### src/logic/pluckSynth_macros.svh
`ifndef PLUCKSYNTH_MACROS_SVH
`define PLUCKSYNTH_MACROS_SVH

////////////////////
// Voice bank size and sample format
`define NUM_STRINGS   8
`define SAMPLE_WIDTH  18          // 2.16 signed
`define PTR_WIDTH     8           // Longest note is 243 samples

////////////////////
// Loss filter gains in 2.16
`define GAIN_SUSTAIN  18'h07FC0   // Key held
`define GAIN_DAMP     18'h07DA4   // Key released so the ring dies sooner

// Mixer headroom bits, log2 of NUM_STRINGS
`define MIX_SHIFT     3

////////////////////
// Excitation noise
`define LFSR_SEED     18'h2A5F3   // Any nonzero state works
`define NOISE_SHIFT   2           // Burst level relative to full scale

`endif

### src/logic/pluckSynthPkg.sv
`default_nettype none

`include "pluckSynth_macros.svh"

package pluckSynthPkg;

	// One audio sample in 2.16
	typedef logic signed [`SAMPLE_WIDTH-1:0] sample_t;

	// Control bundle for one string
	typedef struct packed {
		logic pluck;    // Single cycle on key press
		logic sustain;  // Synchronized key level
	} stringCtrl_t;

	// Delay lengths in samples per string
	// Shorter line gives higher pitch
	parameter int unsigned noteLengthTable [`NUM_STRINGS] = '{
		243,
		230,
		231,
		218,
		206,
		194,
		183,
		173
	};

endpackage

`default_nettype wire

### src/logic/keyControl.sv
`default_nettype none

`include "pluckSynth_macros.svh"

module keyControl
	import pluckSynthPkg::*;
(
	input  wire                              CLOCK_50,
	input  wire                              rstN,
	input  wire  [`NUM_STRINGS-1:0]          keys,       // Raw async levels
	output stringCtrl_t [`NUM_STRINGS-1:0]   stringCtrl  // One bundle per voice
);

	logic [`NUM_STRINGS-1:0] keyMeta;  // First sync stage
	logic [`NUM_STRINGS-1:0] keySync;  // Safe to use

	////////////////////
	// Two-flop sync then edge detect
	always_ff @(posedge CLOCK_50 or negedge rstN)
	begin
		if (!rstN)
		begin
			keyMeta    <= '0;
			keySync    <= '0;
			stringCtrl <= '0;
		end
		else
		begin
			keyMeta <= keys;
			keySync <= keyMeta;
			for (int i = 0; i < `NUM_STRINGS; i++)
			begin
				// Old sustain doubles as the previous level
				stringCtrl[i].pluck   <= keySync[i] & ~stringCtrl[i].sustain;
				stringCtrl[i].sustain <= keySync[i];  // Picks the loss gain
			end
		end
	end

endmodule

`default_nettype wire

### config.mk
export PLATFORM = sky130hd
export DESIGN_NAME = keyControl
export DESIGN_NICKNAME = d
export VERILOG_FILES = /design/src/logic/pluckSynthPkg.sv /design/src/logic/keyControl.sv
export VERILOG_INCLUDE_DIRS = /design/src /design/src/logic
export SDC_FILE = /design/constraint.sdc
export NUM_CORES = 1
export LEC_CHECK = 0
export CAP_MARGIN = 40
export CORE_AREA = 2 2 51 53
export CTS_BUF_LIST = sky130_fd_sc_hd__clkbuf_8
export DETAILED_ROUTE_END_ITERATION = 10
export DIE_AREA = 0 0 53 55
export DONT_BUFFER_PORTS = 1
export PLACE_DENSITY = 0.6
export SLEW_MARGIN = 20
export SYNTH_ARGS = -nofsm -noshare
export SYNTH_HDL_FRONTEND = slang
export SYNTH_SLANG_ARGS = --single-unit
### constraint.sdc
create_clock -name CLOCK_50 -period 0.8 [get_ports CLOCK_50]
set_clock_uncertainty 0.1 [all_clocks]
set_input_delay 0.04 -clock CLOCK_50 [delete_from_list [all_inputs] [get_ports CLOCK_50]]
set_output_delay 0.04 -clock CLOCK_50 [all_outputs]
set_load 0.05 [all_outputs]
Yosys cells after proc, flatten, opt, wreduce, memory -nomap -nowiden
Index checks and enable logic that the tools add are counted.
- bits of input ports: 10
- logic and storage cells: 34
- output and inout bits: 16
- bits in registers: 32
- bitwise logic cells: 16
- operators by type and width (kind ; number):
    1-bit bitwise AND ; 8
    1-bit NOT ; 8

Logic depth before layout (Yosys ltp)
- depth after elaboration: 2
- mapped depth: 1
- depth with buffers taken out: 1

Worst setup path after synthesis
No wires, ideal clock.
- path type: flip-flop to flip-flop
- start point: register stringCtrl[10] (netlist name)
- end point: register stringCtrl[11] (netlist name)
- required time: 564 ps
- path slack: -133 ps
- buffers on the path: 0
- library setup time: 136 ps
- cell stages (with the launch flop): 2
- arrival time: 697 ps
- period minus slack after synthesis: 933 ps
- cells stage by stage: dfrtp_1 -> nor2b_4
- word-level cells in the longest chain between the ends: 2
- ends and longest elaborated chain (element ; line ; source):
    start, declared ; keyControl.sv:11 ; output stringCtrl_t [`NUM_STRINGS-1:0] stringCtrl
    1-bit NOT ; keyControl.sv:34 ; stringCtrl[i].pluck <= keySync[i] & ~stringCtrl[i].sustain;
    1-bit bitwise AND ; keyControl.sv:34 ;
No other way between the ends.

Worst setup path after layout
- start point: register stringCtrl[12] (netlist name)
- end point: output port stringCtrl[12] (netlist name)
No word-level cell between the ends.

==> impl_metrics.yaml <==
synthesis:
  synth_nets: 50
  synth_edf_count: 0
  netlist_area_um2: 911
  synth_area_leader_cell: "dfrtp_1"
  synth.area.top_cells: "dfrtp_1, nor2b_4"
  synth_area_per_cell_um2: 22.8
  async_flop_share_pct: 100
  yosys_register_bits: 32
  synth.distinct_cells: 2
  netlist.area_leader.share_pct: 87.9
  synthCells: 40
  ys_seq_area_share_pct: 87.9
  yosys-top-cells-count: "dfrtp_1, nor2b_4"
  post-synth-top-count-cell: "dfrtp_1"
  ys.flop_type: "dfrtp_1"
  ys_warn_count: 0
critical_path:
  worstReg2RegEnd: "stringCtrl[13]"
  rr_worst_depth: 2
  worst_path_max_delay_cell: "dfrtp_2"
  path_cells: "buf_12"
  cp.required_ps: 660
  cp-endpoint: "stringCtrl[12]"
  cp-start-kind: "flip-flop"
  path_max_fanout: 2
  ff2ff_setup_slack_ps: 0
  crit_type: "flip-flop to output port"
  cpPeakStageDelay_ps: 430
  arrival_ps: 870
  cp-end-kind: "output port"
  crit_start: "stringCtrl[12]"
  regToRegStartpoint: "stringCtrl[12]"
  cpLargestDelayFamily: "flip-flops"
  critical_path_buf_inv_count: 1
  crit_cells: 1
routing:
  drt_pass1_iterations: 4
  drc_errors: 0
  ant_nets: 0
  vias_per_cell: 3.97
  vias: 433
  drt_wl_total_um: 1420
  routedWlPerCell_um: 13.0
  drt_iter0_markers: 2
final_layout:
  finalNetCount: 88
  fillers: 171
  n_antenna_cell: 0
  design_area_um2: 1530
  multi_input_area_um2: 110
  drive_gt1_share_pct: 57.0
  regArea_um2: 811
  syn_to_final_growth_pct: 67.7
sta:
  min_period_ps: 1010
  tightest_slew_ps: 115
  slew-limit-headroom_pct: 92.3
  slew_viol_final: 0
  max_freq_ghz: 0.992
  rsz0062_at_grt: "yes"
  min_period_over_period_pct: 126
  hold_viol_final: 32
  hold_ws_ps: -647
  layout_setup_ws_ps: -208
  finalSetupViolations: 18
clocking:
  clk_pin_slew_ps: 60
  clk_latency_ps: 270
  cts_sinks: 32
  cts_tree: "yes"
  htreeDepth: 2
  cts_made_buffers: 5
  cts_root_buf: "clkbuf_8"
  cts.path.max_buffers: 2
  cts_hold_buf: 8
place:
  placed_cell_area_um2: 1280
  place_ws_ps: 75.4
  port-buffer-count: 0
  place_congestion: 0.610
  hpwl_um: 948
power_and_ir_drop:
  powerDensity_nw_per_um2: 2220
  p_leak_nw: 0.708
  ir_worst_vdd_mv: 1.75
floorplanning:
  dieWidth_um: 53
  core_area_um2: 2360
  initial_core_util_pct: 38.5
  die_area_um2: 2920
  die_h_um: 55
  ioPinCount: 26
  num_rows: 18
grt:
  grt_max_degree: 33
  antenna_found_initial: 0
  grt_pass1_vias: 503
  grt_pass1_wl_um: 2420
  grt_remaining_overflow: 0
  track_usage_pct: 12.7
run_status:
  violations: "negative hold slack, negative setup slack"
  status: "complete, but fails checks"
run:
  drv_cap: 0
worst_hold_path:
  hp-class: "primary input to asynchronous set/reset pin"
cell usage in the layout (no fill, tap or decap):
cell type / instances
dlygate4sd3_1: 8
buf_12: 16
dfrtp_1: 24
dfrtp_2: 8
clkbuf_8: 6
nor2b_4: 8
buf_6: 7
inv_1: 2
power breakdown:
part	internal (mW)	switching, mW	leakage (nW)
sequential	1.71	0.0631	0.375
combinational	0.246	0.192	0.279
clock	0.674	0.517	0.0538
total	2.63	0.772	0.708
through the flow:
step                      setup TNS (ps)  power [mW]  util, %  cells
after floorplan                        0        1.95        -     40
after global placement                 0        2.16     54.1     86
after detailed placement               0        2.17     54.1     86
after CTS                          -3140        3.44     64.1    108
after global routing               -3520        3.55     64.6    109
final                              -2920        3.40     64.6    109
cell type report:
class	count	share of cell area (%)
flip-flops and latches	32	53.1
clock buffers	6	5.41
well taps	30	2.46
multi-input cells	8	7.21
clock inverters	2	0.491
repair buffers	31	31.4
logic make-up (layout without fill, tap and decap cells):
family,Yosys count,in the layout,synth area share [%]
buffers and inverters,0,39,0
flip-flops,32,32,87.9
AND/OR/NAND/NOR,8,8,12.1
flip-flops by register name, indices dropped and copies added, names as in the netlist:
name and cells:
keySync 8, stringCtrl 16, keyMeta 8
worst min-delay path by stage:
stage / startpoint / end / slack, ps / cells after the start
after global placement: rstN / keyMeta[2] / -350 / 0
after floorplan: rstN / keyMeta[0] / -360 / 0
after detailed placement: rstN / keyMeta[2] / -350 / 0
after global routing: rstN / stringCtrl[0] / -670 / 0
after CTS: rstN / stringCtrl[2] / -660 / 0
final: rstN / stringCtrl[12] / -650 / 0
timing repair:
action / CTS / global route
gates resized for setup: 6 / 5
endpoints found under the hold margin: 40 / 32
setup buffers: 6 / 5
setup endpoints to repair: 16 / 22
pin swaps: 0 / 0
layer usage:
layer,part of all wire (%),GRT usage (%),up-vias
met2,51,19.2,22
met1,38,14.7,214
met3,9.2,8.60,2
met4,1.2,3.85,0
li1,-,-,195
met5,0,0,-
No activity file was read; power rests on OpenSTA's default activity.
