**src/logic/pluckSynth_macros.svh**
```systemverilog
`ifndef PLUCKSYNTH_MACROS_SVH
`define PLUCKSYNTH_MACROS_SVH

////////////////////
// Voice bank size and sample format
`define NUM_STRINGS   8
`define SAMPLE_WIDTH  18          // 2.16 signed
`define PTR_WIDTH     8           // Longest note is 243 samples

////////////////////
// Loss filter gains in 2.16
`define GAIN_SUSTAIN  18'h07FC0   // Key held
`define GAIN_DAMP     18'h07DA4   // Key released so the ring dies sooner

// Mixer headroom bits, log2 of NUM_STRINGS
`define MIX_SHIFT     3

////////////////////
// Excitation noise
`define LFSR_SEED     18'h2A5F3   // Any nonzero state works
`define NOISE_SHIFT   2           // Burst level relative to full scale

`endif

```
**src/logic/pluckSynthPkg.sv**
```systemverilog
`default_nettype none

`include "pluckSynth_macros.svh"

package pluckSynthPkg;

	// One audio sample in 2.16
	typedef logic signed [`SAMPLE_WIDTH-1:0] sample_t;

	// Control bundle for one string
	typedef struct packed {
		logic pluck;    // Single cycle on key press
		logic sustain;  // Synchronized key level
	} stringCtrl_t;

	// Delay lengths in samples per string
	// Shorter line gives higher pitch
	parameter int unsigned noteLengthTable [`NUM_STRINGS] = '{
		243,
		230,
		231,
		218,
		206,
		194,
		183,
		173
	};

endpackage

`default_nettype wire

```
**src/logic/voiceMixer.sv**
```systemverilog
`default_nettype none

`include "pluckSynth_macros.svh"

module voiceMixer
	import pluckSynthPkg::*;
(
	input  wire                              CLOCK_50,
	input  wire                              rstN,
	input  wire                              sampleTick,
	input  wire sample_t [`NUM_STRINGS-1:0]  voiceOut,   // All string outputs
	output sample_t                          mixSample,
	output logic                             mixValid    // One cycle per mix
);

	localparam int SUM_WIDTH = `SAMPLE_WIDTH + `MIX_SHIFT;  // Room for every voice

	logic                        tickDelay;  // Voices valid in this cycle
	logic signed [SUM_WIDTH-1:0] mixSum;
	logic signed [SUM_WIDTH-1:0] mixScaled;

	// Guarded sum of sign-extended voices
	always_comb
	begin
		mixSum = '0;
		for (int i = 0; i < `NUM_STRINGS; i++)
			mixSum = mixSum + {{`MIX_SHIFT{voiceOut[i][`SAMPLE_WIDTH-1]}}, voiceOut[i]};
	end

	assign mixScaled = mixSum >>> `MIX_SHIFT;  // Back to full-scale range

	always_ff @(posedge CLOCK_50 or negedge rstN)
	begin
		if (!rstN)
		begin
			tickDelay <= 1'b0;
			mixValid  <= 1'b0;
		end
		else
		begin
			tickDelay <= sampleTick;  // Matches voice latency
			mixValid  <= tickDelay;
		end
	end

	// Mixed sample payload
	always_ff @(posedge CLOCK_50)
	begin
		if (tickDelay)
			mixSample <= mixScaled[`SAMPLE_WIDTH-1:0];
	end

endmodule

`default_nettype wire

```
**config.mk**
```make
export PLATFORM = sky130hd
export DESIGN_NAME = voiceMixer
export DESIGN_NICKNAME = d
export VERILOG_FILES = /design/src/logic/pluckSynthPkg.sv /design/src/logic/voiceMixer.sv
export VERILOG_INCLUDE_DIRS = /design/src /design/src/logic
export SDC_FILE = /design/constraint.sdc
export NUM_CORES = 1
export LEC_CHECK = 0
export ABC_AREA = 1
export BUFFER_PORTS_ARGS = -buffer_cell sky130_fd_sc_hd__buf_4
export CAP_MARGIN = 10
export CORE_UTILIZATION = 45
export DETAILED_ROUTE_END_ITERATION = 16
export PLACE_DENSITY = 0.7
export SYNTH_ARGS = -nofsm -noshare
export SYNTH_HDL_FRONTEND = slang
export SYNTH_SLANG_ARGS = --single-unit
```
**constraint.sdc**
```tcl
create_clock -name CLOCK_50 -period 1.6 [get_ports CLOCK_50]
set_input_delay 0.08 -clock CLOCK_50 [delete_from_list [all_inputs] [get_ports CLOCK_50]]
set_output_delay 0.08 -clock CLOCK_50 [all_outputs]
set_load 0.05 [all_outputs]
```
# == Word level (Yosys, flattened, before mapping) ==
# Cells that the tools add are included.
# word_totals
word_cells,10
register_bits,20
# classes
addsub,7
# ops
cell,n
adder 21 bit,4
adder 20 x 18 -> 21 bit,1
adder 19 x 18 -> 20 bit,1
adder 18 x 18 -> 19 bit,1

# == Depth between registers and ports, before layout ==
# depth
word_depth,7
depth_mapped,19

# == Worst setup path before layout ==
# Ideal clock, no wire load.
# synth_timing
path_type,input to register
startpoint,input voiceOut[56] (netlist name)
endpoint,register mixSample[15] (data pin)
required_time_ps,1348
slack_ps,-1929
cell_stages,17
arrival_ps,3277
cell_sequence,inv_1 > fa_1 > inv_1 > fa_1 > fa_1 > inv_1 > fa_1 > a21oi_1 > fa_1 > nand3_1 > nand3_1 > nand2_1 > nand2_1 > nand2_1 > nand2_1 > nand2_1 > nand2_1
# synth_between
elab_chain_len,5
# synth_lines
item,line,text
from (decl),voiceMixer.sv:11,"input wire sample_t [`NUM_STRINGS-1:0] voiceOut,"
adder 20 x 18 -> 21 bit,voiceMixer.sv:27,"mixSum = mixSum + {{`MIX_SHIFT{voiceOut[i][`SAMPLE_WIDTH-1]}}, voiceOut[i]};"
adder 21 bit (4 in a row),voiceMixer.sv:27,
named net mixSum[18],voiceMixer.sv:19,logic signed [SUM_WIDTH-1:0] mixSum;
to (signal assigned),voiceMixer.sv:50,mixSample <= mixScaled[`SAMPLE_WIDTH-1:0];
to (decl),voiceMixer.sv:12,"output sample_t mixSample,"
# The timed path passes the listed nets, and every way through them passes these cells.
# A chain may end at the register's enable or synchronous reset.

# == Worst setup path in the final report ==
# layout_timing
startpoint,input voiceOut[3] (netlist name)
endpoint,register mixSample[11] (data pin)
# layout_between
elab_chain_len,7
# layout_lines
item,line
adder 18 x 18 -> 19 bit,voiceMixer.sv:27
adder 19 x 18 -> 20 bit,voiceMixer.sv:27
adder 20 x 18 -> 21 bit,voiceMixer.sv:27
adder 21 bit (4 in a row),voiceMixer.sv:27
named net mixSum[14],voiceMixer.sv:19
# The timed path passes the listed nets, and every way through them passes these cells.

==> run metrics <==
top cell type's share of synthesized area 0.4730; Non-Filler Instances 878; DR WL/cell 11.70 µm; outcome finished with violations; Setup WS pre-CTS -2.035 ns; unrepaired setup endpoints after global routing true; Min Clock Period, post-route 3.345 ns; # fillers 756; 1st-pass router iterations 5; CTS sink count 20; cell row count 36; clk buf depth 2; n_diodes 0; clock slew at reported path FFs 0.08 ns; Initial DRC Count 110; Hold Crit Class primary input to async pin; Syn Std Cell Area 4656 µm²; nets 1023; CP required 1.62 ns; total CTS buffers 3; CTS tree done; layout overhead on the synthesized area 49.93%; Root Driver clkbuf_8; total wire length 10.27 mm; Die W 103.7 µm; routability cong. 0.8593; placed insts 862; core area 9910 µm²; Tightest Pin Transition 0.2736 ns; Synth Warn # 0; largest net degree at the start of global routing 12; final core occ 0.7044; CP arrival 3.37 ns; Via Count 3912; DP Wirelength 8.800 mm; Fmax 0.2989 GHz; Skew-Pair Late Insertion Delay 0.26 ns; first-pass GRT wire length 17.73 mm; worst setup path class primary input to register; Gate Count Post-Synth 535; Startpoint Class primary input; Mean Syn Cell Area 8.702 µm²; antenna viol nets, final 0; Seq. cell area 590.6 µm²; PortBufs 165; max-slew violations 0; share of layout cells above drive strength 1 0.4349; failing checks negative setup slack; die span in y 103.7 µm; synth unique cells 23; GRT overflow 0; Synth area leaders fa_1 47%, inv_1 18%, edfxtp_1 12%; I/O Pins 166; Tot GR Track Use 0.1978; final clock skew 0.002689 ns; Seq/Total Area, Yosys 0.1268; Worst Path Max Fanout 3; setup violators final 18; post-synthesis net count 812; #FFs+latches synth 20; Period Utilization, post-route 2.091; Multi-input gate area 3705 µm²; relative slew slack 0.8164; Synth area leader fa_1; setup ws final -1.745 ns; initial antenna violation count 0; DIE AREA 10760 µm²; vias in the first global route 4475; setup TNS -29.42 ns; routed vias/inst 4.456; Worst setup EP type register; initial core utilization 0.4698; Final Hold Vio Count 0; H-tree levels 1; drc violations 0; max-cap violation count 0
[flip-flops by register name, indices dropped and copies added (netlist names)]
name	count
mixSample	18
mixValid	1
tickDelay	1
[routing by layer]
| layer | routed length [µm] | share of wire | GRT usage | vias up |
|---|---|---|---|---|
| met1 | 3748 | 0.36 | 0.2168 | 1868 |
| met4 | 212 | 0.021 | 0.05102 | 0 |
| met5 | 0 | 0 | 0 | - |
| met2 | 5875 | 0.57 | 0.4041 | 140 |
| li1 | - | - | - | 1884 |
| met3 | 434 | 0.042 | 0.01510 | 20 |
[metrics by stage]
step / hold WS (ns) / cell area [µm²]
floorplan: -0.2156 / 4827
global placement: -0.1383 / 6450
detailed placement: -0.1363 / 6450
CTS: 0.1267 / 6760
global route: 0.1468 / 6980
finish: 0.1319 / 6980
[layout by cell type (no fill, tap or decap), types with 4 or more instances in the layout]
cell	instances
fa_1	105
nand2_2	29
nand2_4	13
buf_6	13
edfxtp_1	18
nor2_1	9
ha_4	14
xor2_1	9
inv_1	197
nand3_2	5
ha_1	6
inv_2	23
buf_4	190
nand2_1	49
nor2_4	5
clkbuf_8	4
nand3_1	7
fa_2	5
a21oi_1	5
a21oi_2	8
[cells in the mapped netlist, drive strengths merged]
cell	count
nor2	17
nand3	14
xor2	9
a21oi	16
nand2	91
fa	110
o21bai	2
ha	20
nor3	1
edfxtp	18
o21ai	3
inv	224
and2	3
nand3b	1
nand4	1
dfrtp	2
xnor2	3
[worst max-delay path, stage by stage]
cell and delay [ns]:
buf_6 0.08, inv_4 0.03, fa_1 0.54, inv_2 0.04
fa_1 0.49, fa_1 0.51, inv_1 0.05, fa_1 0.51
inv_2 0.06, fa_2 0.42, nand3_2 0.08, nand3_2 0.08
nand2_2 0.08, nand2_4 0.07, nand2_2 0.08, nand2_1 0.06
nand2_1 0.07, nand2_1 0.05
[path summary, 6_finish.rpt]
path	slack (ns)	endpoint	startpoint	cells after the start
min in group CLOCK_50	0.47	tickDelay$_DFF_PN0_	sampleTick	2
worst min-delay path	0.13	mixValid$_DFF_PN0_	rstN	2
worst max register to register	0.74	mixSample[10]$_DFFE_PP_	tickDelay$_DFF_PN0_	1
worst max-delay path	-1.75	mixSample[11]$_DFFE_PP_	voiceOut[3]	18
worst min register to register	0.62	mixValid$_DFF_PN0_	tickDelay$_DFF_PN0_	1
max in group asynchronous	1.38	tickDelay$_DFF_PN0_	rstN	2
[area by class of cell]
type / instances / share of cell area
tap: 133 / 0.02384
sequential: 20 / 0.08460
inverter: 224 / 0.1226
timing repair buffer: 206 / 0.2303
clock buffer: 4 / 0.007887
multi-input combinational: 291 / 0.5307
[repair_timing]
item,CTS,global route
setup buffers,6,6
hold buffers,2,0
pin swaps,37,43
endpoints found under the setup margin,18,18
gates resized for setup,61,61
hold endpoints to repair,3,0
[cells by family after synthesis]
kind of cell / Yosys count / synth area share
buffers and inverters: 224 / 0.1806
XOR/XNOR: 12 / 0.02258
AO/OA/AOI/OAI: 21 / 0.02445
flip-flops: 20 / 0.1268
adder cells (fa/ha/maj): 130 / 0.5267
AND/OR/NAND/NOR: 128 / 0.1188
Power is not shown: default switching activity piles up to over one toggle a cycle in this logic, so the estimate is an artifact.
