--- config.mk ---
export PLATFORM = sky130hd
export DESIGN_NAME = stringVoice
export DESIGN_NICKNAME = d
export VERILOG_FILES = /design/src/logic/pluckSynthPkg.sv /design/src/logic/delayLine.sv /design/src/logic/stringVoice.sv
export VERILOG_INCLUDE_DIRS = /design/src /design/src/logic
export SDC_FILE = /design/constraint.sdc
export NUM_CORES = 2
export LEC_CHECK = 0
export BUFFER_PORTS_ARGS = -buffer_cell sky130_fd_sc_hd__buf_2
export CAP_MARGIN = 10
export CELL_PAD_IN_SITES_DETAIL_PLACEMENT = 1
export CELL_PAD_IN_SITES_GLOBAL_PLACEMENT = 1
export CORE_ASPECT_RATIO = 1.4
export CORE_MARGIN = 8
export CORE_UTILIZATION = 58
export DETAILED_ROUTE_END_ITERATION = 7
export GPL_ROUTABILITY_DRIVEN = 0
export HOLD_SLACK_MARGIN = 0.03
export PLACE_DENSITY = 0.79
export SLEW_MARGIN = 20
export SYNTH_ARGS = -nofsm -noshare
export SYNTH_HDL_FRONTEND = slang
export SYNTH_MEMORY_MAX_BITS = 65536
export SYNTH_SLANG_ARGS = --single-unit
--- constraint.sdc ---
create_clock -name CLOCK_50 -period 40.9 [get_ports CLOCK_50]
set_clock_uncertainty 0.05 [all_clocks]
set_input_delay 8.18 -clock CLOCK_50 [delete_from_list [all_inputs] [get_ports CLOCK_50]]
set_output_delay 8.18 -clock CLOCK_50 [all_outputs]
set_load 0.005 [all_outputs]
--- src/logic/pluckSynth_macros.svh ---
`ifndef PLUCKSYNTH_MACROS_SVH
`define PLUCKSYNTH_MACROS_SVH

////////////////////
// Voice bank size and sample format
`define NUM_STRINGS   8
`define SAMPLE_WIDTH  18          // 2.16 signed
`define PTR_WIDTH     8           // Longest note is 243 samples

////////////////////
// Loss filter gains in 2.16
`define GAIN_SUSTAIN  18'h07FC0   // Key held
`define GAIN_DAMP     18'h07DA4   // Key released so the ring dies sooner

// Mixer headroom bits, log2 of NUM_STRINGS
`define MIX_SHIFT     3

////////////////////
// Excitation noise
`define LFSR_SEED     18'h2A5F3   // Any nonzero state works
`define NOISE_SHIFT   2           // Burst level relative to full scale

`endif

--- src/logic/pluckSynthPkg.sv ---
`default_nettype none

`include "pluckSynth_macros.svh"

package pluckSynthPkg;

	// One audio sample in 2.16
	typedef logic signed [`SAMPLE_WIDTH-1:0] sample_t;

	// Control bundle for one string
	typedef struct packed {
		logic pluck;    // Single cycle on key press
		logic sustain;  // Synchronized key level
	} stringCtrl_t;

	// Delay lengths in samples per string
	// Shorter line gives higher pitch
	parameter int unsigned noteLengthTable [`NUM_STRINGS] = '{
		243,
		230,
		231,
		218,
		206,
		194,
		183,
		173
	};

endpackage

`default_nettype wire

--- src/logic/delayLine.sv ---
`default_nettype none

`include "pluckSynth_macros.svh"

module delayLine
	import pluckSynthPkg::*;
#(
	parameter int unsigned delayLength = 243  // Samples in the loop
)
(
	input  wire          CLOCK_50,
	input  wire          rstN,
	input  wire          sampleTick,
	input  wire sample_t writeData,  // Replaces the entry at the pointer
	output sample_t      readData    // Entry at the pointer
);

	sample_t               mem [delayLength];
	logic [`PTR_WIDTH-1:0] ptr;

	assign readData = mem[ptr];  // Async read

	// Wrapping pointer
	always_ff @(posedge CLOCK_50 or negedge rstN)
	begin
		if (!rstN)
			ptr <= '0;
		else if (sampleTick)
			ptr <= (ptr == `PTR_WIDTH'(delayLength - 1)) ? '0 : ptr + 1'b1;
	end

	// Sample storage
	always_ff @(posedge CLOCK_50)
	begin
		if (sampleTick)
			mem[ptr] <= writeData;
	end

endmodule

`default_nettype wire

--- src/logic/stringVoice.sv ---
`default_nettype none

`include "pluckSynth_macros.svh"

module stringVoice
	import pluckSynthPkg::*;
#(
	parameter int unsigned delayLength = 243  // Sets the pitch
)
(
	input  wire              CLOCK_50,
	input  wire              rstN,
	input  wire              sampleTick,
	input  wire stringCtrl_t stringCtrl,  // Pluck strobe and key level
	input  wire sample_t     noise,       // Shared LFSR word
	output sample_t          voiceOut     // Registered string output
);

	localparam int W = `SAMPLE_WIDTH;

	sample_t               oldSample;     // Tap at the pointer
	sample_t               prevRead;      // Tap from the previous tick
	sample_t               exciteSample;
	sample_t               tapSum;
	sample_t               gain;
	sample_t               filterOut;
	sample_t               nextSample;    // Written back and output
	logic signed [2*W-1:0] product;       // Full-width 2.16 x 2.16
	logic [`PTR_WIDTH-1:0] exciteCount;   // Noise samples still to load
	logic                  active;        // Plucked at least once

	delayLine #(
		.delayLength (delayLength)
	) i_delayLine (
		.CLOCK_50   (CLOCK_50),
		.rstN       (rstN),
		.sampleTick (sampleTick),
		.writeData  (nextSample),
		.readData   (oldSample)
	);

	////////////////////
	// Loss filter
	assign exciteSample = noise >>> `NOISE_SHIFT;  // Scaled burst
	assign gain         = stringCtrl.sustain ? sample_t'(`GAIN_SUSTAIN)
	                                         : sample_t'(`GAIN_DAMP);
	assign tapSum       = oldSample + prevRead;    // Two-point sum
	assign product      = tapSum * gain;
	// Sign bit then integer LSB down to the top fraction bits
	assign filterOut    = {product[2*W-1], product[2*W-4 -: W-1]};

	// Burst first, then the decaying loop, silence before any pluck
	always_comb
	begin
		if (exciteCount != '0)
			nextSample = exciteSample;
		else if (active)
			nextSample = filterOut;
		else
			nextSample = '0;
	end

	////////////////////
	// Control and output state
	always_ff @(posedge CLOCK_50 or negedge rstN)
	begin
		if (!rstN)
		begin
			exciteCount <= '0;
			active      <= 1'b0;
			prevRead    <= '0;
			voiceOut    <= '0;
		end
		else
		begin
			if (stringCtrl.pluck)
			begin
				exciteCount <= `PTR_WIDTH'(delayLength);  // Refill whole line
				active      <= 1'b1;
			end
			else if (sampleTick && exciteCount != '0)
				exciteCount <= exciteCount - 1'b1;

			if (sampleTick)
			begin
				if (exciteCount != '0)
					prevRead <= '0;        // Start the filter clean
				else if (active)
					prevRead <= oldSample;
				voiceOut <= nextSample;    // One cycle after the tick
			end
		end
	end

endmodule

`default_nettype wire

After elaboration in Yosys (flattened, before gate mapping)
Memories as Yosys holds them, arrays and structs flattened.
Cells that the tools add are included.
{ "classes": {"mux": 10, "addsub": 3, "mul": 1, "eq_ne": 1, "n_reduce_logical": 5} }
{ "ops": {"columns": ["op", "n"], "rows": [
  ["$mux 18", 4],
  ["$mul 18x16->34", 1],
  ["$mux 8", 3],
  ["$add 18x18->18", 1],
  ["$mux 10", 1],
  ["$add 8x1->8 const B", 1],
  ["$eq 8x8->1 const B", 1],
  ["$reduce_bool 8->1", 1],
  ["$sub 8x1->8 const B", 1],
  ["$reduce_bool 2->1", 2],
  ["$mux 1", 2],
  ["$reduce_and 2->1", 1],
  ["$logic_and 1x1->1", 1]
]} }
{ "word_totals": {"n_memories": 1, "register_bits": 53, "in_bits": 23, "mem_bits_rw": 4374, "wordCells": 26} }
{ "mem_list": {"columns": ["name", "depth", "word_bits", "rd", "rd_ports_with_merged_regs", "wr", "line_no", "text"], "rows": [
  ["i_delayLine.mem", 243, 18, 1, 0, 1, "delayLine.sv:18", "sample_t mem [delayLength];"]
]} }

Longest topological paths before layout
An unclocked memory read counts as a cell.
{ "depth": {"word_depth": 5, "mapped_depth": 49} }

Cells and area by module
Synthesis repeated with hierarchy kept, for this count alone.
{ "unflattened": {"cells_unflattened": 8092, "area_unflattened_um2": 174869.0} }
{ "modules_own_cells": {"columns": ["module", "cells_per_inst", "instances", "seq_area_each_um2", "area_per_inst_um2"], "rows": [
  ["delayLine", 7198, 1, 131546.2, 166074.3],
  ["stringVoice", 894, 1, 1126.1, 8794.7]
]} }

Least setup slack after synthesis
Ideal clock, no wire load.
{ "synth_path": {"path_type": "input port to flip-flop", "start": "input port stringCtrl[0] in the netlist's numbering", "end": "memory i_delayLine.mem[0][12] in the netlist's numbering (data pin)", "slack_ps": 15883, "n_path_buf": 2, "stages": 20, "arrival_time_ps": 22873, "setup_ps": 2094, "cell_sequence": "clkbuf_1 clkbuf_1 nand2_1 fa_1 fa_1 fa_1 inv_1 fa_1 fa_1 ha_1 ha_1 a21o_1 a21oi_1 o21ai_0 a21oi_1 o21ai_0 a221o_1 a31o_2 xnor2_1 o21ai_0"} }
{ "synth_between": {"elab_chain_len": 4} }
{ "synth_rtl": {"columns": ["item", "line_no", "text"], "rows": [
  ["start, declared", "stringVoice.sv:14", "input wire stringCtrl_t stringCtrl,"],
  ["$mux 10", "stringVoice.sv:45", "assign gain = stringCtrl.sustain ? sample_t'(`GAIN_SUSTAIN)"],
  ["$mul 18x16->34", "stringVoice.sv:48", "assign product = tapSum * gain;"],
  ["$mux 18", "stringVoice.sv:57", "else if (active)"],
  ["$mux 18", "stringVoice.sv:55", "if (exciteCount != '0)"],
  ["via i_delayLine.writeData[12]", "delayLine.sv:14", "input wire sample_t writeData,"],
  ["end, declared", "delayLine.sv:18", null]
]} }
The timed path passes the listed nets, and every way through them passes these cells.

Worst setup path in the final report
{ "layout_path": {"start": "register i_delayLine.ptr[0]", "end": "memory i_delayLine.mem[106][14] in the netlist's numbering (data pin)"} }
{ "layout_between": {"elab_chain_len": 5} }
{ "layout_rtl": {"columns": ["item", "line_no", "text"], "rows": [
  ["start, declared", "delayLine.sv:19", "logic [`PTR_WIDTH-1:0] ptr;"],
  ["start signal, assigned", "delayLine.sv:29", "ptr <= (ptr == `PTR_WIDTH'(delayLength - 1)) ? '0 : ptr + 1'b1;"],
  ["$mem_v2 243x18", null, null],
  ["$add 18x18->18", "stringVoice.sv:47", "assign tapSum = oldSample + prevRead;"],
  ["$mul 18x16->34", "stringVoice.sv:48", null],
  ["$mux 18", "stringVoice.sv:57", null],
  ["$mux 18", "stringVoice.sv:55", null],
  ["via i_delayLine.writeData[14]", "delayLine.sv:14", null]
]} }
The timed path passes the listed nets, and every way through them passes these cells.

==> summary.md <==
| Metric | Value |
|---|---|
| PnR worst setup slack | 23390 ps |
| Global-route wire length before repair | 737300 um |
| Post-route minimum period | 17510 ps |
| Resized Gates After CTS | 0 |
| Area delta synth->final | 11.45% |
| Seq/Total Area, Yosys | 75.23% |
| Largest net degree at the start of global routing | 201 |
| Nets | 8393 |
| Clock Latency Late Sink | 1000 ps |
| IO Pins | 41 |
| Post-synth EDFFs | 4374 |
| Worst setup SP type | flip-flop |
| CORE AREA | 0.3026 mm2 |
| Post-route ant nets | 0 |
| Worst path required time | 41470 ps |
| Worst reg2reg endpoint | i_delayLine.mem[106][14] |
| Yosys cell types | 82 |
| Failing checks | design-rule violations |
| Drt wl/cell | 42.81 um |
| DP Area | 0.1834 mm2 |
| Worst R2R Setup Slack | 23390 ps |
| Vias in the first global route | 93506 |
| Post-Place Worst Slack | 23510 ps |
| Slew @ Worst Pin | 1236 ps |
| Slowest cell on the critical path | nor4_1 |
| DRT Pass-1 Iters | 8 |
| Final Hold Fails | 0 |
| Post-synth top cells | edfxtp_1 (4374), mux4_2 (1340), nor2_1 (293) |
| Initial antenna violation count | 35 |
| Tcrit/Tclk final | 42.80% |
| RSZ-0062 raised after global routing | no |
| Clock H-tree levels | 5 |
| Buf/Inv on CP | 7 |
| Design Area, Final | 0.1965 mm2 |
| Ys async rst share | 1.197% |
| Cts hold-fix bufs | 0 |
| Worst hold path cell count | 1 |
| Top_reg_cell synth | edfxtp_1 |
| Crit-path leading delay family | buffers and inverters |
| Final HPWL DP | 295400 um |
| Hold Startpoint | prevRead[6] |
| Top cell type's share of synthesized area | 74.48% |
| GRT Util Overall | 32.90% |
| Largest cells by area after synthesis | edfxtp_1 (74%), mux4_2 (17%), fa_1 (1.4%), ha_1 (0.92%), dfrtp_1 (0.75%) |
| Max Root-Sink Buffers | 4 |
| Fin Setup TNS | 0 ps |
| Slew margin rel. | 17.62% |
| Wirelength, routed | 532300 um |
| Reg clk slew, reported paths | 70 ps |
| Mapped Nets | 7978 |
| Initial core utilization | 58.28% |
| # clock sinks | 4427 |
| Hold EP | prevRead[6] |
| Die Wd | 482.0 um |
| Crit path depth | 37 |
| Via density | 7.184 |
| Final setup fails | 0 |
| Number of buffers inserted by post-CTS setup repair | 0 |
| CTS tree | yes |
| Max frequency | 57.12 MHz |
| Initial drt markers | 13836 |
| DR vias | 89334 |
| Max-Cap Viols | 0 |
| CP Capture Type | flip-flop |
| Share of post-route cells with drive strength above 1 | 31.70% |
| Die area | 0.3222 mm2 |
| Clock buffer count from CTS | 397 |
| Mapped cell area | 0.1764 mm2 |
| CTS Root Cell | clkbuf_16 |
| Outcome | finished, violations left |
| Total global routing overflow | 0 |
| Yosys warns | 0 |
| Port Buffers | 38 |
| Fin. max-slew vios | 0 |
| Seq cells post-synth | 4427 |
| Cell taking the most area after synthesis | edfxtp_1 |
| # rows | 239 |
| Syn avg cell area | 22.90 um2 |
| R2R cell count | 37 |
| Synth Instances | 7700 |
| RR Startpoint | i_delayLine.ptr[0] |
| Most instantiated library cell after synthesis | edfxtp_1 |
| Critical path class | reg2reg |
| Critical Path Max Stage Delay | 820 ps |
| CP Data Arrival Time | 18070 ps |
| Crit-path max FO | 88 |
| Final core occ | 64.95% |
| Worst min path class | reg2reg |
| Die height | 668.4 um |
| DRC violations left | 1 |
==> logic make-up (layout without fill, tap and decap cells) <==
kind of cell / Yosys count / in the layout / synth area share (%)
flip-flops: 4427 / 4427 / 75.23
multiplexers: 1421 / 1421 / 17.59
AND/OR/NAND/NOR: 639 / 639 / 1.620
buffers and inverters: 577 / 1313 / 1.597
AO/OA/AOI/OAI: 303 / 303 / 1.212
adder cells (fa/ha/maj): 257 / 257 / 2.353
XOR/XNOR: 76 / 76 / 0.4023
other: 0 / 23 / 0
==> worst reg2reg max path: cells and delay by family, from the launching register on <==
family	cells	cell delay, ps
flip-flops	1	790
AND/OR/NAND/NOR	4	1520
buffers and inverters	7	4940
multiplexers	2	1250
AO/OA/AOI/OAI	14	4060
XOR/XNOR	2	860
adder cells (fa/ha/maj)	8	3600
==> placed cells by master (no fill, tap or decap), drive strengths merged, types with 14 or more instances in the layout <==
cell	n
inv	161
mux4	1340
nand2	160
mux2i	61
buf	439
a22o	14
xor2	23
bufinv	46
clkinv	150
a32o	21
edfxtp	4374
clkbuf	495
mux2	20
a21oi	43
and3	25
nor2	294
o21ai	62
dfrtp	53
a21o	23
nand2b	18
nand3	54
clkinvlp	22
diode	23
xnor2	50
and2	14
a22oi	51
fa	125
ha	130
==> registers in the layout, indices dropped and copies added, names as in the netlist <==
| register | flops |
|---|---|
| i_delayLine.mem | 4374 |
| voiceOut | 18 |
| active | 1 |
| i_delayLine.ptr | 8 |
| exciteCount | 8 |
| prevRead | 18 |
==> through the flow <==
step	std cells	hold slack, ps
after global placement	11685	429.3
after global routing	12414	460.7
after CTS	12405	453.4
after floorplan	7700	408.8
final	12435	452.8
after detailed placement	11685	437.7
==> cell type report <==
type / instances / area [um2]
multi-input cells: 2696 / 41850
diodes: 23 / 57.56
fillers: 23592 / 106100
inverters: 152 / 570.5
clock buffers: 493 / 10580
clock inverters: 227 / 2345
well taps: 3976 / 4975
repair buffers: 441 / 3478
flip-flops and latches: 4427 / 132700
==> worst max path at each step <==
stage	start	endpoint
finish	i_delayLine.ptr[0]	i_delayLine.mem[106][14]
CTS	i_delayLine.ptr[0]	i_delayLine.mem[28][13]
floorplan	stringCtrl[0]	i_delayLine.mem[0][12]
global route	i_delayLine.ptr[0]	i_delayLine.mem[106][14]
detailed placement	stringCtrl[0]	voiceOut[6]
global placement	stringCtrl[0]	i_delayLine.mem[144][6]
==> layer usage <==
layer	track usage, %	vias up	routed length (um)
li1	-	33214	-
met4	20.87	24	42660
met1	39.47	46988	167600
met3	8.389	1744	61700
met2	53.60	7364	260000
met5	0.5101	-	414
Power is not shown: default switching activity piles up to over one toggle a cycle in this logic, so the estimate is an artifact.
