`src/logic/pluckSynth_macros.svh`:
```
`ifndef PLUCKSYNTH_MACROS_SVH
`define PLUCKSYNTH_MACROS_SVH

////////////////////
// Voice bank size and sample format
`define NUM_STRINGS   8
`define SAMPLE_WIDTH  18          // 2.16 signed
`define PTR_WIDTH     8           // Longest note is 243 samples

////////////////////
// Loss filter gains in 2.16
`define GAIN_SUSTAIN  18'h07FC0   // Key held
`define GAIN_DAMP     18'h07DA4   // Key released so the ring dies sooner

// Mixer headroom bits, log2 of NUM_STRINGS
`define MIX_SHIFT     3

////////////////////
// Excitation noise
`define LFSR_SEED     18'h2A5F3   // Any nonzero state works
`define NOISE_SHIFT   2           // Burst level relative to full scale

`endif

```
`src/logic/pluckSynthPkg.sv`:
```
`default_nettype none

`include "pluckSynth_macros.svh"

package pluckSynthPkg;

	// One audio sample in 2.16
	typedef logic signed [`SAMPLE_WIDTH-1:0] sample_t;

	// Control bundle for one string
	typedef struct packed {
		logic pluck;    // Single cycle on key press
		logic sustain;  // Synchronized key level
	} stringCtrl_t;

	// Delay lengths in samples per string
	// Shorter line gives higher pitch
	parameter int unsigned noteLengthTable [`NUM_STRINGS] = '{
		243,
		230,
		231,
		218,
		206,
		194,
		183,
		173
	};

endpackage

`default_nettype wire

```
`src/logic/noiseSource.sv`:
```
`default_nettype none

`include "pluckSynth_macros.svh"

module noiseSource
	import pluckSynthPkg::*;
(
	input  wire     CLOCK_50,
	input  wire     rstN,
	input  wire     sampleTick,  // Steps the sequence
	output sample_t noise        // Shared by every voice
);

	logic [`SAMPLE_WIDTH-1:0] lfsr;
	logic                     feedback;

	// Taps 17 and 10 for the 18-bit Fibonacci form
	assign feedback = lfsr[`SAMPLE_WIDTH-1] ^ lfsr[10];

	always_ff @(posedge CLOCK_50 or negedge rstN)
	begin
		if (!rstN)
			lfsr <= `LFSR_SEED;
		else if (sampleTick)
			lfsr <= {lfsr[`SAMPLE_WIDTH-2:0], feedback};  // Shift left
	end

	// Voices sample this at the tick edge, so they see the pre-step value
	assign noise = sample_t'(lfsr);

endmodule

`default_nettype wire

```
`config.mk`:
```
export PLATFORM = sky130hd
export DESIGN_NAME = noiseSource
export DESIGN_NICKNAME = d
export VERILOG_FILES = /design/src/logic/pluckSynthPkg.sv /design/src/logic/noiseSource.sv
export VERILOG_INCLUDE_DIRS = /design/src /design/src/logic
export SDC_FILE = /design/constraint.sdc
export NUM_CORES = 1
export LEC_CHECK = 0
export ABC_CLOCK_PERIOD_IN_PS = 2900
export BUFFER_PORTS_ARGS = -buffer_cell sky130_fd_sc_hd__buf_2
export CAP_MARGIN = 20
export CORE_MARGIN = 1
export CORE_UTILIZATION = 52
export DETAILED_ROUTE_END_ITERATION = 10
export PLACE_DENSITY = 0.8
export SYNTH_ARGS = -nofsm -noshare
export SYNTH_HDL_FRONTEND = slang
export SYNTH_SLANG_ARGS = --single-unit
```
`constraint.sdc`:
```
create_clock -name CLOCK_50 -period 2.9 [get_ports CLOCK_50]
set_clock_uncertainty 0.15 [all_clocks]
set_input_delay 0.58 -clock CLOCK_50 [delete_from_list [all_inputs] [get_ports CLOCK_50]]
set_output_delay 0.58 -clock CLOCK_50 [all_outputs]
set_load 0.01 [all_outputs]
```
# Word level (Yosys, flattened, before mapping)
# Cells that the tools add are included.
[totals]
ff_bits = 18
latch_bits = 0
mem_bits_rw = 0
rom_bits = 0
in_bits = 3
out_inout_bits = 18
word_cells = 2
mem_count = 0
[op_classes]
n_addsub = 0
mul = 0
n_div = 0
magnitude_cmp = 0
eq_ne = 0
shifts = 0
muxes = 0
bitwise_logic = 1
n_reduce_logical = 0
[op_table]
columns = ["cell", "n"]
rows = [
  ["bitwise XOR 1 bit", 1],
]

# Longest topological paths before layout
# Gate-level depths: netlist of the first run.
[depth]
word_depth = 1
depth_mapped = 4

# Worst setup path before layout of the first run
# No wires, ideal clock.
[synth_timing]
path_type = "input port to flip-flop"
from = "input port sampleTick"
to = "register lfsr[11] (netlist: noise[11])"
setup_ns = 0.125
t_arrival_ns = 1.122
slack_ns = 1.503
cell_stages = 3
n_path_buf = 2
cell_sequence = "buf_6 -> buf_12 -> mux2_4"
[synth_lines]
columns = ["item", "line_no", "text"]
rows = [
  ["from (decl)", "noiseSource.sv:10", "input wire sampleTick,"],
  ["to (signal assigned)", "noiseSource.sv:23", "lfsr <= `LFSR_SEED;"],
  ["to (signal assigned)", "noiseSource.sv:25", "lfsr <= {lfsr[`SAMPLE_WIDTH-2:0], feedback};"],
  ["to (decl)", "noiseSource.sv:14", "logic [`SAMPLE_WIDTH-1:0] lfsr;"],
]
# No word-level cell between the ends.

# Worst setup path after layout of the first run
[layout_timing]
from = "register lfsr[10] (netlist: noise[10])"
to = "output port noise[10]"
[layout_lines]
columns = ["item", "line_no", "text"]
rows = [
  ["to (decl)", "noiseSource.sv:11", "output sample_t noise"],
]
# No word-level cell between the ends.

==> metrics.cfg, run 1 <==
[pwr]
p_per_area_nw_per_um2=1222
power.share.clock_pct=11.8
p_int_mw=0.7136
ir_worst_vdd_mv=0.6678
p_total_mw=1.037
power_frac_comb_pct=36.9
switching_share_pct=31.16
p_sw_mw=0.3231
leakagePower_nw=0.3987
seqPwrFrac_pct=51.2

[worst_setup_path]
crit_chain=buf_2
reg2reg_from=noise[10]$_DFFE_PN1P_
crit_required_ps=2170
crit_buf_inv=1
startpoint_type=flip-flop
cp_max_fo=4
cpPeakStageDelay_ps=570
critPathKind=flip-flop to output port
crit_family=flip-flops
arrival_ps=980
worstSetupPathDepth=1
end_kind=output port
cp_slowest_cell=dfstp_2
r2r_slack_ps=1890
startpoint=noise[10]$_DFFE_PN1P_
reg2regPathDepth=2

[clocking]
cts.clk_slew.worst_paths_ps=100
clock_path_buffers=2
post-cts-setup-buffers=0
cts_tree=done
h-tree-depth=1
root_buffer=clkbuf_4
hold_buffers=0
worstSkewPairLatency_ps=280
cts_buffers=3
cts.repair.resized=0
clock_sinks=18

[placement]
io_buffers=20
placed_cells=73
dp_slack_ps=1262
gp_congestion=0.6719
dp_hpwl_um=742.6

[floorplan]
pin_count=21
die_y_um=39.58
dieArea_um2=1567
initial_core_util_pct=56.44
core_um2=1301
rows=13
die_x_um=39.58

[sta]
rsz0062_at_grt=no
hold_viol=0
fin_ws_ps=1187
worstMarginPinSlew_ps=448.5
setup_viol=0
slew_headroom_pct=70.10
fin_crit_sh_pct=59.07
fin_tns_setup_ps=0
min_period_ps=1713
fmax_mhz=583.7
maxSlewViolCount=0

[drt]
first_iter_violations=3
viasPerCell=5.117
drc=0
wl_um=1035
dr.pass1.iters=4
drtAntennaViolNets=0
wl_per_cell_um=13.44
via_count=394

[grt]
grt_usage_pct=15.61
grt_pass1_vias=361
grt_max_degree=20
overflow=0
grt_pass1_wl_um=1531
antenna_found_initial=0

[synth]
yosysWarnings=0
syn_area_um2=734.5
syn-num-nets=43
ys_ff_latch=18
ys_seq_area_share_pct=63.20
ys_types=9
avgSynthCellArea_um2=18.36
post_synth_inst_count=40

[final_layout]
fin_cells=77
layout_common_cells=buf_2, dfstp_2, mux2_2, mux2_4, dfrtp_1
drive_gt1_share_pct=82.26
final_common_cell=buf_2
diodes=0
nets=66
largest_reg_flops=18
syn_to_final_growth_pct=15.50

[flow_run]
maxCapViolCount=0

[run_status]
status=complete, no violations

[worst_hold_path]
hold_class=input pin to async pin

==> power groups by stage <==
stage	Clock [mW]	Combinational (mW)	Sequential (mW)
3_5_place_dp	0	0.388	0.537
4_1_cts	0.127	0.390	0.534
2_1_floorplan	0	0.175	0.591
3_3_place_gp	0	0.375	0.534
6_report	0.123	0.383	0.531
5_1_grt	0.136	0.416	0.552
==> Yosys cell counts <==
library cell | number | share of area, %
buf_6 | 1 | 1.5
mux2_2 | 9 | 14
dfstp_2 | 11 | 39
xnor2_1 | 1 | 1.2
buf_12 | 1 | 2.7
mux2_4 | 8 | 16
dfrtp_1 | 7 | 24
a21oi_1 | 1 | 0.68
nor2_1 | 1 | 0.51
==> per-stage QoR <==
| step | utilization (%) | hold slack (ps) | instance area [um2] |
|---|---|---|---|
| 4_1_cts | 65.19 | 59.09 | 848.3 |
| 5_1_grt | 65.19 | 65.52 | 848.3 |
| 2_1_floorplan | - | 134.4 | 734.5 |
| 6_report | 65.19 | 46.49 | 848.3 |
| 3_3_place_gp | 63.17 | 338.0 | 822.0 |
| 3_5_place_dp | 63.17 | 341.2 | 822.0 |
==> metal layers <==
| layer | part of all wire [%] | track usage, % |
|---|---|---|
| met2 | 49 | 25.00 |
| met3 | 4.7 | 5.114 |
| met1 | 46 | 19.70 |
| met4 | 0 | 5.172 |
| met5 | 0 | 0 |
==> final timing paths <==
path / to
min: noise[9]$_DFFE_PN0P_
min in group CLOCK_50: noise[0]$_DFFE_PN1P_
max reg2reg: noise[0]$_DFFE_PN1P_
max in group asynchronous: noise[17]$_DFFE_PN1P_
max: noise[10]
min reg2reg: noise[0]$_DFFE_PN1P_
==> final cells by class <==
cell class	count	area, um2
timing repair buffer	20	100.1
multi-input combinational	20	239.0
tap	15	18.77
sequential	18	464.2
clock buffer	4	26.28
fill	110	452.9
==> kinds of logic (layout without fill, tap and decap cells) <==
group                     count (synthesis)  in the layout  share of synthesized area (%)
muxes                                    17             17                          30.15
xor gates and xnor gates                  1              1                          1.193
DFF                                      18             18                          63.20
and+or+nand+nor                           1              1                         0.5106
AOI/OAI and AO/OA                         1              1                         0.6808
buffers and inverters                     2             24                          4.259
Power figures use the tool's default switching activity.
==> inputs of run 2 (changes only) <==
--- a/config.mk
+++ b/config.mk
@@ -6,13 +6,14 @@
 export SDC_FILE = /design/constraint.sdc
 export NUM_CORES = 1
 export LEC_CHECK = 0
-export ABC_CLOCK_PERIOD_IN_PS = 2900
+export ABC_AREA = 1
+export ABC_CLOCK_PERIOD_IN_PS = 1800
 export BUFFER_PORTS_ARGS = -buffer_cell sky130_fd_sc_hd__buf_2
 export CAP_MARGIN = 20
 export CORE_MARGIN = 1
-export CORE_UTILIZATION = 52
+export CORE_UTILIZATION = 47
 export DETAILED_ROUTE_END_ITERATION = 10
-export PLACE_DENSITY = 0.8
+export PLACE_DENSITY = 0.74
 export SYNTH_ARGS = -nofsm -noshare
 export SYNTH_HDL_FRONTEND = slang
 export SYNTH_SLANG_ARGS = --single-unit
==> constraint.sdc (replaced) <==
create_clock -name CLOCK_50 -period 1.8 [get_ports CLOCK_50]
set_clock_uncertainty 0.15 [all_clocks]
set_input_delay 0.36 -clock CLOCK_50 [delete_from_list [all_inputs] [get_ports CLOCK_50]]
set_output_delay 0.36 -clock CLOCK_50 [all_outputs]
set_load 0.01 [all_outputs]
==> run 2 against run 1 <==
  * Worst setup slack got worse by 860 ps
  * Wire length grew 11%
  * Global-route usage grew 3.2 points
  * Flip-flop and latch count unchanged
  * Critical path type unchanged
  * Combinational power down 42%
  * Highest routed layer is now met4
==> metrics.cfg, run 2 <==
[synth]
post_synth_inst_count=71
synth_top_area_cell=dfstp_2
avgSynthCellArea_um2=9.781
ys_types=11
yosys.area.top_type_share_pct=41.62
synth_edf_count=0
synth.area.top_cells=dfstp_2, dfrtp_1, nand2_1
post-synth-top-count-cell=nand2_1
ys_seq_area_share_pct=66.85
syn-num-nets=74
synth.cells.most_frequent=nand2_1, dfstp_2, inv_1, o21ai_1, dfrtp_1
ys_ff_latch=18
synthArstFlopShare_pct=100.0
yosysWarnings=0
yosys_most_used_dff=dfstp_2
syn_area_um2=694.4

[worst_setup_path]
crit_buf_inv=1
cp_slowest_cell=dfstp_2
critPathKind=flip-flop to output port
crit_chain=buf_2
cp_max_fo=3
end_kind=output port
cpPeakStageDelay_ps=550
startpoint_type=flip-flop
r2r_slack_ps=810
crit_family=flip-flops
crit_required_ps=1290
arrival_ps=960

[pwr]
ir_worst_vdd_mv=0.7006
p_per_area_nw_per_um2=1184
leakagePower_nw=0.4116

[grt]
grt_pass1_vias=450
grt_pass1_wl_um=1938
grt_usage_pct=18.83
overflow=0
grt_max_degree=22
antenna_found_initial=0

[final_layout]
syn_to_final_growth_pct=19.82
diodes=0
fillers=109
drive_gt1_share_pct=38.71
final_common_cell=nand2_1
final_core_util_pct=62.38
layout_common_cells=nand2_1, buf_2, dfstp_2, inv_1, o21ai_1
nets=97
largest_reg_flops=18
stdcell_area_um2=832.0

[placement]
dp_slack_ps=523.1
gp_congestion=0.7519
placed_area_um2=795.8
dp_hpwl_um=815.8
io_buffers=20

[sta]
min_period_ps=1473
fin_crit_sh_pct=81.82
hold_viol=0
fmax_mhz=679.0
setup_viol=0
finalHoldWorstSlack_ps=280.8
fin_ws_ps=327.3
fin_tns_setup_ps=0
rsz0062_at_grt=no
worstMarginPinSlew_ps=374.6
slew_headroom_pct=75.03
maxSlewViolCount=0

[clocking]
worstSkewPairLatency_ps=280
root_buffer=clkbuf_4
cts.clk_slew.worst_paths_ps=90
clock_path_buffers=2
cts_buffers=3
h-tree-depth=1
cts_tree=done
clock_sinks=18
post-cts-setup-buffers=0

[drt]
first_iter_violations=11
wl_um=1144
drc=0
via_count=527
dr.pass1.iters=4
drtAntennaViolNets=0
wl_per_cell_um=10.59
viasPerCell=4.880

[floorplan]
dieArea_um2=1635
die_x_um=40.44
pin_count=21
die_y_um=40.44
rows=13
initial_core_util_pct=52.06
core_um2=1334

[flow_run]
maxCapViolCount=0

[worst_hold_path]
hold_class=input pin to flip-flop

[run_status]
status=complete, no violations

[run 2: cell types whose count changed after synthesis, sizes merged]
cell   before  now
a21oi       1    0
nand2       0   23
inv         0   10
buf         2    3
xnor2       1    0
o21ai       0   16
mux2       17    0
nor2        1    0
nand3       0    1
[run 2: cell type report]
cell class	count	area, um2	share of cell area (%)
multi-input cells	40	175.2	21.05
clock buffers	4	26.28	3.158
inverters	10	37.54	4.511
flip-flops and latches	18	464.2	55.79
well taps	15	18.77	2.256
repair buffers	21	110.1	13.23
[run 2: layer usage]
layer | wire [um] | part of all wire, % | global-route usage [%] | up-vias
met5 | 0 | 0 | 0 | -
met1 | 535 | 47 | 27.60 | 242
met3 | 63 | 5.5 | 3.333 | 2
met2 | 531 | 46 | 25.00 | 17
met4 | 12 | 1.0 | 12.50 | 0
li1 | - | - | - | 266
[run 2: final timing paths]
| path | from | end | cells past startpoint |
|---|---|---|---|
| max in group asynchronous | rstN | noise[4]$_DFFE_PN1P_ | 2 |
| worst min register to register | noise[6]$_DFFE_PN1P_ | noise[7]$_DFFE_PN1P_ | 2 |
| worst min-delay path | sampleTick | noise[10]$_DFFE_PN1P_ | 3 |
| worst max register to register | noise[10]$_DFFE_PN1P_ | noise[0]$_DFFE_PN1P_ | 4 |
| min in group asynchronous | rstN | noise[11]$_DFFE_PN0P_ | 2 |
| worst max-delay path | noise[0]$_DFFE_PN1P_ | noise[0] | 1 |
[run 2: cells by family (layout without fill, tap and decap cells)]
logic type             count (synthesis)  count (layout)  synth area share [%]
and+or+nand+nor                       24              24                 13.15
DFF                                   18              18                 66.85
buffers and inverters                 13              35                 7.928
AOI/OAI and AO/OA                     16              16                 12.07
[run 2: report_power, final]
| group | leakage (nW) | internal, mW | switching, mW | total [mW] |
|---|---|---|---|---|
| Combinational | 0.189 | 0.0905 | 0.134 | 0.224 |
| Sequential | 0.207 | 0.516 | 0.0490 | 0.565 |
| Clock | 0.0150 | 0.0859 | 0.110 | 0.196 |
| Total | 0.412 | 0.693 | 0.292 | 0.985 |
[run 2: metrics by stage]
stage	power, mW	cells
global placement	0.7944	103
global route	1.062	108
CTS	0.9992	108
detailed placement	0.7993	103
finish	0.9853	108
floorplan	0.6961	71
[run 2: repair_timing]
item,4_1_cts,5_1_grt
resized for setup,0,0
hold buffers,1,0
hold endpoints to repair,7,0
setup endpoints to repair,0,0
==> inputs of run 3 (changes only) <==
--- a/config.mk
+++ b/config.mk
@@ -7,13 +7,13 @@
 export NUM_CORES = 1
 export LEC_CHECK = 0
 export ABC_AREA = 1
-export ABC_CLOCK_PERIOD_IN_PS = 1800
+export ABC_CLOCK_PERIOD_IN_PS = 1200
 export BUFFER_PORTS_ARGS = -buffer_cell sky130_fd_sc_hd__buf_2
 export CAP_MARGIN = 20
 export CORE_MARGIN = 1
-export CORE_UTILIZATION = 47
+export CORE_UTILIZATION = 43
 export DETAILED_ROUTE_END_ITERATION = 10
-export PLACE_DENSITY = 0.74
+export PLACE_DENSITY = 0.71
 export SYNTH_ARGS = -nofsm -noshare
 export SYNTH_HDL_FRONTEND = slang
 export SYNTH_SLANG_ARGS = --single-unit
==> constraint.sdc (replaced) <==
create_clock -name CLOCK_50 -period 1.2 [get_ports CLOCK_50]
set_clock_uncertainty 0.15 [all_clocks]
set_input_delay 0.24 -clock CLOCK_50 [delete_from_list [all_inputs] [get_ports CLOCK_50]]
set_output_delay 0.24 -clock CLOCK_50 [all_outputs]
set_load 0.01 [all_outputs]
==> run 3 against run 2 <==
  * The flow now finishes with violations (setup timing)
  * Cell count is 15% higher
  * Flip-flop and latch count did not move
  * Utilization increased by 5.8 points
  * Wire length grew 26%
  * Register-to-register slack worse by 750 ps
==> metrics.cfg, run 3 (synthesis results as in run 2) <==
[run_status]
status=finished with violations
violations=setup timing

[sta]
slew_headroom_pct=74.15
hold_viol=0
fin_crit_sh_pct=110.4
fin_tns_setup_ps=-1278
rsz0062_at_grt=yes
setup_viol=12
maxSlewViolCount=0
fmax_mhz=754.7
min_period_ps=1325
fin_ws_ps=-125.1
worstMarginPinSlew_ps=387.8

[pwr]
switching_share_pct=28.84
p_int_mw=1.236
p_sw_mw=0.5009
ir_worst_vdd_mv=0.9439
p_total_mw=1.737
leakagePower_nw=0.5062
power_frac_comb_pct=34.0
seqPwrFrac_pct=48.8
power.share.clock_pct=17.3
p_per_area_nw_per_um2=1691

[grt]
grt_usage_pct=18.36
overflow=0
antenna_found_initial=0
grt_pass1_vias=592
grt_max_degree=21
grt_pass1_wl_um=2470

[final_layout]
layout_common_cells=nand2_1, buf_4, dfstp_2, buf_6
largest_reg_flops=18
syn_to_final_growth_pct=47.93
fin_cells=124
drive_gt1_share_pct=47.22
final_common_cell=nand2_1
diodes=0
nets=112

[clocking]
h-tree-depth=1
clock_sinks=18
cts_tree=done
root_buffer=clkbuf_4
cts.clk_slew.worst_paths_ps=100
clock_path_buffers=2
worstSkewPairLatency_ps=280
cts_buffers=3

[floorplan]
dieArea_um2=1780
core_um2=1506
die_x_um=42.19
pin_count=21
rows=14
die_y_um=42.19
initial_core_util_pct=46.10

[worst_setup_path]
startpoint_type=flip-flop
cpPeakStageDelay_ps=560
crit_required_ps=810
cp_max_fo=2
cp_slowest_cell=dfstp_2
end_kind=output port
arrival_ps=940
crit_family=flip-flops
crit_chain=buf_6
crit_buf_inv=1
critPathKind=flip-flop to output port

[placement]
io_buffers=20
placed_cells=105
gp_congestion=0.7494
dp_slack_ps=158.0
dp_hpwl_um=868.4

[drt]
viasPerCell=4.718
first_iter_violations=8
via_count=585
wl_per_cell_um=11.66
drc=0
drtAntennaViolNets=0
wl_um=1446
dr.pass1.iters=4

[worst_hold_path]
hold_class=input pin to flip-flop

[flow_run]
maxCapViolCount=0

-- run 3: cell count changes in the layout (fill, tap and decap cells not counted), sizes merged --
cell,delta
buf,+15
-- run 3: metal layers --
layer | vias to the layer above | GRT usage [%] | part of all wire, %
li1 | 298 | - | -
met1 | 274 | 24.71 | 46
met2 | 11 | 29.85 | 49
met3 | 2 | 2.586 | 3.0
met4 | 0 | 7.500 | 1.5
met5 | - | 0 | 0
-- run 3: area by class of cell --
| class | count | area [um2] |
|---|---|---|
| well taps | 16 | 20.02 |
| repair buffers | 36 | 304.0 |
| inverters | 10 | 37.54 |
| multi-input cells | 40 | 175.2 |
| fillers | 121 | 479.2 |
| clock buffers | 4 | 26.28 |
| flip-flops and latches | 18 | 464.2 |
-- run 3: power groups by stage --
stage	clock network, mW	registers (mW)	logic, mW
finish	0.300	0.847	0.590
CTS	0.309	0.846	0.560
global placement	0	0.856	0.340
detailed placement	0	0.860	0.348
floorplan	0	0.917	0.127
global route	0.339	0.860	0.648
-- run 3: worst paths after layout --
check	start	to	slack, ps	depth (start not counted)
setup / recovery	noise[5]$_DFFE_PN1P_	noise[5]	-130	1
hold / removal	sampleTick	noise[10]$_DFFE_PN1P_	140	3
setup reg to reg	noise[17]$_DFFE_PN1P_	noise[17]$_DFFE_PN1P_	60	3
hold reg to reg	noise[6]$_DFFE_PN1P_	noise[7]$_DFFE_PN1P_	350	2
max in group asynchronous	rstN	noise[13]$_DFFE_PN1P_	330	2
min in group asynchronous	rstN	noise[9]$_DFFE_PN0P_	250	2
-- run 3: metrics by stage --
stage	util, %	cell area, um2	hold WS (ps)
2_1_floorplan	-	694.4	-205.6
3_3_place_gp	54.24	817.0	27.74
3_5_place_dp	54.24	817.0	33.79
4_1_cts	66.69	1005	141.8
5_1_grt	68.19	1027	138.8
6_report	68.19	1027	142.0
-- run 3: timing repair --
| action | 4_1_cts | 5_1_grt |
|---|---|---|
| buffers inserted | 11 | 3 |
| cloned | 0 | 0 |
| gates resized for setup | 11 | 0 |
| endpoints found under the hold margin | 7 | 0 |
| hold buffers | 1 | 0 |
| endpoints found under the setup margin | 17 | 18 |
